### config.mk
export PLATFORM = sky130hd
export DESIGN_NAME = trap_ctrl_top
export DESIGN_NICKNAME = d
export VERILOG_FILES = /design/src/trap_pkg.sv /design/src/trap_classifier.sv /design/src/trap_fifo.sv /design/src/trap_sequencer.sv /design/src/trap_ctrl_top.sv
export SDC_FILE = /design/constraint.sdc
export NUM_CORES = 1
export LEC_CHECK = 0
export BUFFER_PORTS_ARGS = -buffer_cell sky130_fd_sc_hd__buf_2
export CAP_MARGIN = 20
export CORE_UTILIZATION = 44
export CTS_CLUSTER_DIAMETER = 150
export DETAILED_ROUTE_END_ITERATION = 8
export MAX_ROUTING_LAYER = met4
export RECOVER_POWER = 50
export REMOVE_ABC_BUFFERS = 1
export SYNTH_ARGS = -nofsm -noshare
export SYNTH_HDL_FRONTEND = slang
export SYNTH_SLANG_ARGS = --single-unit
### constraint.sdc
create_clock -name clk_i -period 10.51 [get_ports clk_i]
set_clock_uncertainty 0.05 [all_clocks]
set_input_delay 2.102 -clock clk_i [delete_from_list [all_inputs] [get_ports clk_i]]
set_output_delay 2.102 -clock clk_i [all_outputs]
set_load 0.05 [all_outputs]
### src/trap_pkg.sv
/*
  trap controller package
  widths, cause codes and the record and event types shared by the trap blocks
*/
package trap_pkg;

  // data and address width
  localparam int unsigned xlen = 32;
  // number of fast interrupt lines
  localparam int unsigned num_fast_irq = 15;

  typedef enum logic [1:0] {
    PRIV_LVL_U = 2'b00,
    PRIV_LVL_M = 2'b11
  } priv_lvl_e;

  // interrupt lines sampled along with each instruction
  typedef struct packed {
    logic                    nm;
    logic [num_fast_irq-1:0] fast;
    logic                    external;
    logic                    software;
    logic                    timer;
    logic                    mie;
  } irq_sample_t;

  // instruction record as seen at the controller input
  typedef struct packed {
    logic              illegal;
    logic              ecall;
    logic              ebreak;
    logic              mret;
    logic              fetch_err;
    logic              fetch_err_plus2;
    logic              is_compressed;
    logic [31:0]       instr;
    logic [15:0]       instr_c;
    logic [xlen-1:0]   pc;
    priv_lvl_e         priv;
    irq_sample_t       irq;
  } instr_rec_t;

  // classifier verdict, one per record
  typedef enum logic [2:0] {
    KIND_NONE,
    KIND_FETCH_FAULT,
    KIND_ILLEGAL,
    KIND_ECALL,
    KIND_EBREAK,
    KIND_MRET
  } exc_kind_e;

  // classified record held in the FIFO
  typedef struct packed {
    exc_kind_e       kind;
    logic [xlen-1:0] mtval;
    logic [xlen-1:0] pc;
    priv_lvl_e       priv;
    irq_sample_t     irq;
  } trap_rec_t;

  // mcause codes, bit 5 flags an interrupt
  typedef enum logic [5:0] {
    EXC_CAUSE_NONE               = 6'd0,
    EXC_CAUSE_INSTR_ACCESS_FAULT = 6'd1,
    EXC_CAUSE_ILLEGAL_INSN       = 6'd2,
    EXC_CAUSE_BREAKPOINT         = 6'd3,
    EXC_CAUSE_ECALL_UMODE        = 6'd8,
    EXC_CAUSE_ECALL_MMODE        = 6'd11,
    EXC_CAUSE_IRQ_SOFTWARE_M     = 6'd35,
    EXC_CAUSE_IRQ_TIMER_M        = 6'd39,
    EXC_CAUSE_IRQ_EXTERNAL_M     = 6'd43,
    EXC_CAUSE_IRQ_FAST_0         = 6'd48,
    EXC_CAUSE_IRQ_FAST_1         = 6'd49,
    EXC_CAUSE_IRQ_FAST_2         = 6'd50,
    EXC_CAUSE_IRQ_FAST_3         = 6'd51,
    EXC_CAUSE_IRQ_FAST_4         = 6'd52,
    EXC_CAUSE_IRQ_FAST_5         = 6'd53,
    EXC_CAUSE_IRQ_FAST_6         = 6'd54,
    EXC_CAUSE_IRQ_FAST_7         = 6'd55,
    EXC_CAUSE_IRQ_FAST_8         = 6'd56,
    EXC_CAUSE_IRQ_FAST_9         = 6'd57,
    EXC_CAUSE_IRQ_FAST_10        = 6'd58,
    EXC_CAUSE_IRQ_FAST_11        = 6'd59,
    EXC_CAUSE_IRQ_FAST_12        = 6'd60,
    EXC_CAUSE_IRQ_FAST_13        = 6'd61,
    EXC_CAUSE_IRQ_FAST_14        = 6'd62,
    EXC_CAUSE_IRQ_NM             = 6'd63
  } exc_cause_e;

  // redirect target for the fetch stage
  typedef enum logic [1:0] {
    PC_NEXT,
    PC_EXC,
    PC_ERET
  } pc_sel_e;

  // trap event towards the CSRs and fetch
  typedef struct packed {
    pc_sel_e         pc_sel;
    exc_cause_e      cause;
    logic [xlen-1:0] mtval;
    logic [xlen-1:0] epc;
    logic            save_cause;
  } trap_evt_t;

endpackage

### src/trap_classifier.sv
/*
  trap classifier
  qualifies instruction records, picks the synchronous exception by priority
  and holds the credit count for the record FIFO
*/
`timescale 1ns/1ps
module trap_classifier #(
  parameter int unsigned FIFO_DEPTH = 4
) (
  input  logic                 clk_i,
  input  logic                 rst_ni,
  input  logic                 in_valid_i,
  input  trap_pkg::instr_rec_t in_rec_i,
  output logic                 in_ready_o,
  input  logic                 credit_return_i,
  output logic                 push_valid_o,
  output trap_pkg::trap_rec_t  push_rec_o
);

  localparam int unsigned CNT_W = $clog2(FIFO_DEPTH + 1);

  logic [CNT_W-1:0]          credit_q;
  logic [CNT_W-1:0]          credit_d;
  logic                      accept;
  logic                      illegal_umode;
  trap_pkg::exc_kind_e       kind;
  logic [trap_pkg::xlen-1:0] mtval;
  logic                      push_valid_q;
  trap_pkg::trap_rec_t       push_rec_q;

  ////////////////////////////////
  // exception priority
  ////////////////////////////////

  // mret is only legal from machine mode
  assign illegal_umode = in_rec_i.mret & (in_rec_i.priv != trap_pkg::PRIV_LVL_M);

  always_comb begin
    kind  = trap_pkg::KIND_NONE;
    mtval = '0;
    if (in_rec_i.fetch_err) begin
      kind  = trap_pkg::KIND_FETCH_FAULT;
      // faulting half sits in the upper parcel
      mtval = in_rec_i.fetch_err_plus2 ? (in_rec_i.pc + trap_pkg::xlen'(2)) : in_rec_i.pc;
    end else if (in_rec_i.illegal | illegal_umode) begin
      kind  = trap_pkg::KIND_ILLEGAL;
      mtval = in_rec_i.is_compressed ? {16'b0, in_rec_i.instr_c} : in_rec_i.instr;
    end else if (in_rec_i.ecall) begin
      kind = trap_pkg::KIND_ECALL;
    end else if (in_rec_i.ebreak) begin
      kind = trap_pkg::KIND_EBREAK;
    end else if (in_rec_i.mret) begin
      kind = trap_pkg::KIND_MRET;
    end
  end

  ////////////////////////////////
  // credits and output register
  ////////////////////////////////

  // a push in flight already owns a slot
  assign in_ready_o = credit_q > CNT_W'(push_valid_q);
  assign accept     = in_valid_i & in_ready_o;

  // spend on push, refund on pop
  always_comb begin
    credit_d = credit_q;
    if (push_valid_q && !credit_return_i) begin
      credit_d = credit_q - CNT_W'(1);
    end else if (!push_valid_q && credit_return_i) begin
      credit_d = credit_q + CNT_W'(1);
    end
  end

  always_ff @(posedge clk_i or negedge rst_ni) begin
    if (!rst_ni) begin
      credit_q     <= CNT_W'(FIFO_DEPTH);
      push_valid_q <= 1'b0;
    end else begin
      credit_q     <= credit_d;
      push_valid_q <= accept;
    end
  end

  // payload only loads on an accepted record
  always_ff @(posedge clk_i) begin
    if (accept) begin
      push_rec_q.kind  <= kind;
      push_rec_q.mtval <= mtval;
      push_rec_q.pc    <= in_rec_i.pc;
      push_rec_q.priv  <= in_rec_i.priv;
      push_rec_q.irq   <= in_rec_i.irq;
    end
  end

  assign push_valid_o = push_valid_q;
  assign push_rec_o   = push_rec_q;

endmodule

### src/trap_fifo.sv
/*
  record FIFO
  first-word-fall-through circular buffer, one credit pulse per pop
*/
`timescale 1ns/1ps
module trap_fifo #(
  parameter int unsigned DEPTH     = 4,
  parameter type         payload_t = logic [7:0]
) (
  input  logic     clk_i,
  input  logic     rst_ni,
  input  logic     push_i,
  input  payload_t data_i,
  input  logic     pop_i,
  output logic     valid_o,
  output payload_t data_o,
  output logic     credit_o
);

  localparam int unsigned PTR_W = (DEPTH > 1) ? $clog2(DEPTH) : 1;
  localparam int unsigned CNT_W = $clog2(DEPTH + 1);

  payload_t         mem_q [DEPTH];
  logic [PTR_W-1:0] wr_ptr_q;
  logic [PTR_W-1:0] rd_ptr_q;
  logic [CNT_W-1:0] count_q;
  logic             do_pop;

  // pop only counts while a head is present
  assign do_pop = pop_i & valid_o;

  always_ff @(posedge clk_i or negedge rst_ni) begin
    if (!rst_ni) begin
      wr_ptr_q <= '0;
      rd_ptr_q <= '0;
      count_q  <= '0;
    end else begin
      if (push_i) begin
        wr_ptr_q <= (wr_ptr_q == PTR_W'(DEPTH - 1)) ? '0 : wr_ptr_q + PTR_W'(1);
      end
      if (do_pop) begin
        rd_ptr_q <= (rd_ptr_q == PTR_W'(DEPTH - 1)) ? '0 : rd_ptr_q + PTR_W'(1);
      end
      // occupancy moves only on a lone push or pop
      if (push_i && !do_pop) begin
        count_q <= count_q + CNT_W'(1);
      end else if (!push_i && do_pop) begin
        count_q <= count_q - CNT_W'(1);
      end
    end
  end

  // storage, overflow is prevented upstream by the credits
  always_ff @(posedge clk_i) begin
    if (push_i) begin
      mem_q[wr_ptr_q] <= data_i;
    end
  end

  assign valid_o  = count_q != '0;
  assign data_o   = mem_q[rd_ptr_q];
  assign credit_o = do_pop;

endmodule

### src/trap_sequencer.sv
/*
  trap sequencer
  arbitrates interrupts against the record's exception, tracks NMI mode
  and issues one registered trap event per record
*/
`timescale 1ns/1ps
module trap_sequencer (
  input  logic                clk_i,
  input  logic                rst_ni,
  input  logic                head_valid_i,
  input  trap_pkg::trap_rec_t head_i,
  output logic                pop_o,
  output logic                evt_valid_o,
  output trap_pkg::trap_evt_t evt_o,
  input  logic                evt_ready_i,
  output logic                nmi_mode_o
);

  logic                 nmi_mode_q;
  logic                 nmi_mode_d;
  logic                 take_nmi;
  logic                 take_irq;
  logic                 irq_pending;
  logic [3:0]           fast_id;
  logic                 evt_valid_q;
  trap_pkg::trap_evt_t  evt_q;
  trap_pkg::trap_evt_t  evt_d;
  trap_pkg::irq_sample_t irq;

  assign irq = head_i.irq;

  ////////////////////////////////
  // interrupt arbitration
  ////////////////////////////////

  // nested NMIs are not taken
  assign take_nmi    = irq.nm & ~nmi_mode_q;
  assign irq_pending = (|irq.fast) | irq.external | irq.software | irq.timer;
  // maskable lines stay blocked inside the NMI handler
  assign take_irq    = ~nmi_mode_q & irq.mie & irq_pending;

  // highest fast index wins
  always_comb begin
    fast_id = 4'd0;
    for (int i = 0; i < trap_pkg::num_fast_irq; i++) begin
      if (irq.fast[i]) begin
        fast_id = 4'(i);
      end
    end
  end

  ////////////////////////////////
  // event selection
  ////////////////////////////////

  always_comb begin
    nmi_mode_d       = nmi_mode_q;
    evt_d.pc_sel     = trap_pkg::PC_NEXT;
    evt_d.cause      = trap_pkg::EXC_CAUSE_NONE;
    evt_d.mtval      = head_i.mtval;
    evt_d.epc        = head_i.pc;
    evt_d.save_cause = 1'b0;
    if (take_nmi || take_irq) begin
      evt_d.pc_sel     = trap_pkg::PC_EXC;
      evt_d.mtval      = '0;
      evt_d.save_cause = 1'b1;
      if (take_nmi) begin
        evt_d.cause = trap_pkg::EXC_CAUSE_IRQ_NM;
        nmi_mode_d  = 1'b1;
      end else if (|irq.fast) begin
        // upper bits 11 place fast ids at 48 and up
        evt_d.cause = trap_pkg::exc_cause_e'({2'b11, fast_id});
      end else if (irq.external) begin
        evt_d.cause = trap_pkg::EXC_CAUSE_IRQ_EXTERNAL_M;
      end else if (irq.software) begin
        evt_d.cause = trap_pkg::EXC_CAUSE_IRQ_SOFTWARE_M;
      end else begin
        evt_d.cause = trap_pkg::EXC_CAUSE_IRQ_TIMER_M;
      end
    end else begin
      unique case (head_i.kind)
        trap_pkg::KIND_FETCH_FAULT: evt_d.cause = trap_pkg::EXC_CAUSE_INSTR_ACCESS_FAULT;
        trap_pkg::KIND_ILLEGAL:     evt_d.cause = trap_pkg::EXC_CAUSE_ILLEGAL_INSN;
        trap_pkg::KIND_EBREAK:      evt_d.cause = trap_pkg::EXC_CAUSE_BREAKPOINT;
        trap_pkg::KIND_ECALL: begin
          evt_d.cause = (head_i.priv == trap_pkg::PRIV_LVL_M) ?
                        trap_pkg::EXC_CAUSE_ECALL_MMODE : trap_pkg::EXC_CAUSE_ECALL_UMODE;
        end
        // return from handler, leaves NMI mode
        trap_pkg::KIND_MRET: begin
          evt_d.pc_sel = trap_pkg::PC_ERET;
          nmi_mode_d   = 1'b0;
        end
        default: ;
      endcase
      if (head_i.kind inside {trap_pkg::KIND_FETCH_FAULT, trap_pkg::KIND_ILLEGAL,
                              trap_pkg::KIND_ECALL, trap_pkg::KIND_EBREAK}) begin
        evt_d.pc_sel     = trap_pkg::PC_EXC;
        evt_d.save_cause = 1'b1;
      end
    end
  end

  ////////////////////////////////
  // output register and state
  ////////////////////////////////

  // take the head when the slot is free or draining
  assign pop_o = head_valid_i & (~evt_valid_q | evt_ready_i);

  always_ff @(posedge clk_i or negedge rst_ni) begin
    if (!rst_ni) begin
      evt_valid_q <= 1'b0;
      nmi_mode_q  <= 1'b0;
    end else begin
      if (pop_o) begin
        evt_valid_q <= 1'b1;
        nmi_mode_q  <= nmi_mode_d;
      end else if (evt_ready_i) begin
        evt_valid_q <= 1'b0;
      end
    end
  end

  always_ff @(posedge clk_i) begin
    if (pop_o) begin
      evt_q <= evt_d;
    end
  end

  assign evt_valid_o = evt_valid_q;
  assign evt_o       = evt_q;
  assign nmi_mode_o  = nmi_mode_q;

endmodule

### src/trap_ctrl_top.sv
/*
  trap controller top
  classifier, record FIFO and sequencer joined by a credit link
*/
`timescale 1ns/1ps
module trap_ctrl_top #(
  parameter int unsigned FIFO_DEPTH = 4
) (
  input  logic                 clk_i,
  input  logic                 rst_ni,
  input  logic                 in_valid_i,
  input  trap_pkg::instr_rec_t in_rec_i,
  output logic                 in_ready_o,
  output logic                 evt_valid_o,
  output trap_pkg::trap_evt_t  evt_o,
  input  logic                 evt_ready_i,
  output logic                 nmi_mode_o
);

  // classifier to FIFO
  logic                push_valid;
  trap_pkg::trap_rec_t push_rec;
  logic                credit_return;
  // FIFO to sequencer
  logic                head_valid;
  trap_pkg::trap_rec_t head;
  logic                pop;

  trap_classifier #(
    .FIFO_DEPTH (FIFO_DEPTH)
  ) u_classifier (
    .clk_i           (clk_i),
    .rst_ni          (rst_ni),
    .in_valid_i      (in_valid_i),
    .in_rec_i        (in_rec_i),
    .in_ready_o      (in_ready_o),
    .credit_return_i (credit_return),
    .push_valid_o    (push_valid),
    .push_rec_o      (push_rec)
  );

  trap_fifo #(
    .DEPTH     (FIFO_DEPTH),
    .payload_t (trap_pkg::trap_rec_t)
  ) u_fifo (
    .clk_i    (clk_i),
    .rst_ni   (rst_ni),
    .push_i   (push_valid),
    .data_i   (push_rec),
    .pop_i    (pop),
    .valid_o  (head_valid),
    .data_o   (head),
    .credit_o (credit_return)
  );

  trap_sequencer u_sequencer (
    .clk_i        (clk_i),
    .rst_ni       (rst_ni),
    .head_valid_i (head_valid),
    .head_i       (head),
    .pop_o        (pop),
    .evt_valid_o  (evt_valid_o),
    .evt_o        (evt_o),
    .evt_ready_i  (evt_ready_i),
    .nmi_mode_o   (nmi_mode_o)
  );

endmodule

==> reports/summary.md <==
The run finished, with violations left. The final reports fail on capacitance limit, slew limit. The run gives 78.95% as the sequential cell area fraction in the yosys report. The pre-CTS worst setup slack is 5.289 ns, and the TritonCTS sink count is 531. Registers take 15890 sq um. The tools report the DRC violations left as 0. The core region is 44700 sq um.

The post-route netlist has 30.15% of its cells at a drive strength greater than 1. The element type at the critical path start is a flop. The cell count after synthesis came out at 957. Critical-path cell with the highest stage delay: sky130_fd_sc_hd__nor4_1.

The detailed router placed 9591 vias in this run. The run gives 52.50% as the final standard cell utilization of the core. The synthesized design spends more area on one cell type than any other, namely sky130_fd_sc_hd__edfxtp_1. The number of synthesized flops with an enable pin is 518. The worst hold path cell count is 1, and the maximum number of pins on one net before global-route repair is 65. The commonest register cell after synthesis is sky130_fd_sc_hd__edfxtp_1. The first global-routing pass estimated 61840 um of wire. Clock tree synthesis inserted a total of 54 buffers. Once the clock tree was built, the setup fixing pass inserted 0 buffers. At the end of routability-driven placement, the weighted congestion stood at 0.7459. After detailed routing, the total wire length is 41540 um. In this run the horizontal extent of the chip is 215.8 um. In this run, synthesis produced a sequential element count of 531. The critical path is of the flop to flop type. Sorting the synthesized cells by area gives the leading types as sky130_fd_sc_hd__edfxtp_1, sky130_fd_sc_hd__mux4_2, sky130_fd_sc_hd__dfrtp_1, sky130_fd_sc_hd__xor2_1, sky130_fd_sc_hd__nand2_1. The tools report the hold violation count in the final report as 0. The wire length on met1 came out at 18510 um. After layout, the worst path uses 43.63% of the clock period. The initial utilization of the core area, before any placement, comes to 45.00%.

Data on the critical path is required at its endpoint by 10.78 ns. Largest stage delay on the critical path: 0.82 ns. Clock-pin slew was measured on the worst setup and hold paths at 0.06 ns.

The average instance in the mapped netlist occupies 21.02 sq um. The kind of cell with the highest combined delay along the critical path is simple AND/OR/NAND/NOR gates. The largest fanout on the critical path is 36. For this design the static power due to leakage is 0.007998 uW.

The count of buffers added on input and output ports is 188. 189 I/O pins were placed. In this run the number of H-tree levels came out at 2.

The finished layout holds 1821 standard cells, fillers aside. Number of max-slew violations in the final report: 152. The library cell used most frequently in the layout, excluding fill and tap cells, is sky130_fd_sc_hd__edfxtp_1.

Clock root buffer master: sky130_fd_sc_hd__clkbuf_16. TritonCTS built the clock tree. The finished cells cover 23470 sq um. The HPWL after detailed placement came out at 24930 um. The number of global-route vias before repair is 9994, and the post-synthesis async set-or-reset flop share is 2.448%. The initial antenna violation count came out at 4. The tools report the row count as 77. Relative to the synthesized area, the layout overhead comes to 16.67%.

Yosys mapped the design onto 57 distinct sky130hd cell types. The cell repeated most along the worst path was sky130_fd_sc_hd__buf_4. After synthesis the cells add up to 20120 sq um. Depth of the worst register-to-register path: 8. In the final layout, the multi-input gates occupy 4001 sq um. Wire segments on met2 add up to 19950 um in the final route.

After detailed routing, the met3 layer carries 2229 um of wire. Counting the fill cells in the layout gives 3593. In this run the tightest slew margin relative to its limit is -130.8%.

For the number of max-cap violations, the log shows 4. The Yosys step of the flow raised 0 warnings. For this design, the CTS-stage hold fixing added 0 buffers. For the area of the die, the log shows 46580 sq um. The logs give 695 for the iteration-0 DRC count of the detailed router and 18.68% for the total global routing track utilization. Walking the worst path, the cells encountered are buf_4 -> mux4_2 -> nor4_1 -> and4bb_4 -> a31oi_4 -> buf_4 -> nor3_1 -> a31oi_1. Gates resized during post-CTS repair numbered 0. The die is 215.8 um tall.

Including well taps, the total number of placed cells is 1715. The minimum period implied by the final worst setup slack was 4.585 ns. Setup repair after global routing left no endpoint under its margin. The tools report the leftover overflow at the end of global routing as 0.

The number of vias per cell came out at 5.267. In the layout the commonest cells are sky130_fd_sc_hd__edfxtp_1, sky130_fd_sc_hd__buf_2, sky130_fd_sc_hd__mux4_2. The sum of buffers and inverters on the critical path was 2. The tightest min-delay check is of the flop to flop type. Total cell area at the placement stage: 21730 sq um. Across the VDD grid, the largest voltage drop is 0.0002014 V. At the later pin of the worst-skew pair, clock insertion delay measures 0.59 ns.

Area fraction of the dominant cell type after synthesis: 77.32%. Setup violations remaining at the end of the flow were counted as 0. Timing would allow up to 218.1 MHz.

After detailed routing, no signal wire sits above met4. The antenna violation net count after detailed routing is 0, and the slew of the pin with the lowest slew margin is 3.460 ns. The areal power density over the cells works out to 307.8 nW/um^2.

Cell count along the critical path: 8. The accumulated negative setup slack is 0 ns. The total number of nets in the final design is 1303. After detailed routing, the average wire length per cell comes to 22.81 um. The clock passes through at most 3 buffers. Endpoint kind of the worst setup timing path: a flop. The tools report the data arrival time of the critical path as 4.85 ns. For the slack of the critical path, the log shows 5.925 ns. The run gives 5 as the number of detailed-routing iterations run before antenna repair.
-- worst register-to-register path: cells and delay by family, from the launching register on --
| family | cells | cell delay, ns |
|---|---|---|
| multiplexers | 1 | 0.66 |
| flip-flops | 1 | 0.79 |
| AND/OR/NAND/NOR | 3 | 1.57 |
| buffers and inverters | 2 | 1.09 |
| AO/OA/AOI/OAI | 2 | 0.16 |
-- report_power, final --
part	switching, uW	internal, uW	total (uW)
clock	766	1120	1890
sequential	261	3080	3340
combinational	1320	674	1990
total	2350	4880	7220
-- logic make-up (layout without fill, tap and decap cells) --
logic type	after synthesis	in the layout	synth area share, %
compound gates	64	64	2.028
mux	107	107	10.80
other cells	0	5	0
simple gates	155	155	4.646
xor+xnor	39	39	1.698
buf+inv	51	318	1.188
flops	531	531	78.95
fa+ha+maj	10	10	0.6966
-- flip-flops by register name, indices dropped and copies added, names as in the netlist --
| register | count |
|---|---|
| u_fifo.mem_q | 356 |
| u_classifier.push_rec_o | 89 |
| u_sequencer.evt_o | 73 |
| u_classifier.credit_q | 3 |
| u_fifo.count_q | 3 |
| u_fifo.rd_ptr_q | 2 |
| u_fifo.wr_ptr_q | 2 |
| u_classifier.push_valid_o | 1 |
| u_sequencer.evt_valid_o | 1 |
| u_sequencer.nmi_mode_o | 1 |
-- worst paths after layout --
check	slack (ns)	endpoint	startpoint
min reg2reg	0.42	u_classifier.credit_q[0]$_DFFE_PN0P_	u_classifier.credit_q[0]$_DFFE_PN0P_
max reg2reg	5.92	u_sequencer.evt_o[66]$_DFFE_PP_	u_fifo.rd_ptr_q[0]$_DFFE_PN0P_
max in group asynchronous	8.38	u_fifo.rd_ptr_q[1]$_DFFE_PN0P_	rst_ni
min in group asynchronous	1.50	u_fifo.count_q[0]$_DFFE_PN0P_	rst_ni
min	0.42	u_classifier.credit_q[0]$_DFFE_PN0P_	u_classifier.credit_q[0]$_DFFE_PN0P_
max	5.92	u_sequencer.evt_o[66]$_DFFE_PP_	u_fifo.rd_ptr_q[0]$_DFFE_PN0P_
-- final cells by class --
| type | count | area share, % |
|---|---|---|
| flip-flops and latches | 531 | 67.70 |
| diodes | 5 | 0.05331 |
| clock buffers | 71 | 6.387 |
| inverters | 19 | 0.3092 |
| multi-input cells | 375 | 17.05 |
| repair buffers | 199 | 4.254 |
| clock inverters | 29 | 1.093 |
| well taps | 592 | 3.156 |
-- through the flow --
step | power, uW | hold slack [ns]
2_1_floorplan | 4864 | 0.3926
3_3_place_gp | 5390 | 0.4090
3_5_place_dp | 5424 | 0.4141
4_1_cts | 7321 | 0.4266
5_1_grt | 7544 | 0.4555
6_report | 7224 | 0.4229
-- Yosys cell counts, drive strengths merged, types with 2 or more instances --
| library cell | n |
|---|---|
| edfxtp | 518 |
| mux4 | 87 |
| nand2 | 43 |
| nor2b | 29 |
| nor2 | 25 |
| o21ai | 25 |
| xor2 | 23 |
| inv | 19 |
| buf | 18 |
| mux2i | 16 |
| xnor2 | 16 |
| clkbuf | 14 |
| dfrtp | 12 |
| nand3 | 12 |
| o22ai | 12 |
| ha | 8 |
| nand4 | 7 |
| a21oi | 6 |
| and2 | 6 |
| nor3 | 6 |
| and2b | 5 |
| and3 | 5 |
| nor4 | 5 |
| a22o | 4 |
| mux2 | 4 |
| a21o | 3 |
| a31oi | 3 |
| o31ai | 3 |
| fa | 2 |
| nand3b | 2 |
| o21bai | 2 |
| or3 | 2 |
| or4 | 2 |
-- metal layers --
layer	global-route usage (%)	vias up
li1	-	4315
met1	25.32	4945
met2	28.90	264
met3	3.256	67
met4	5.981	0
met5	-	-
No activity file was read; power rests on OpenSTA's default activity.
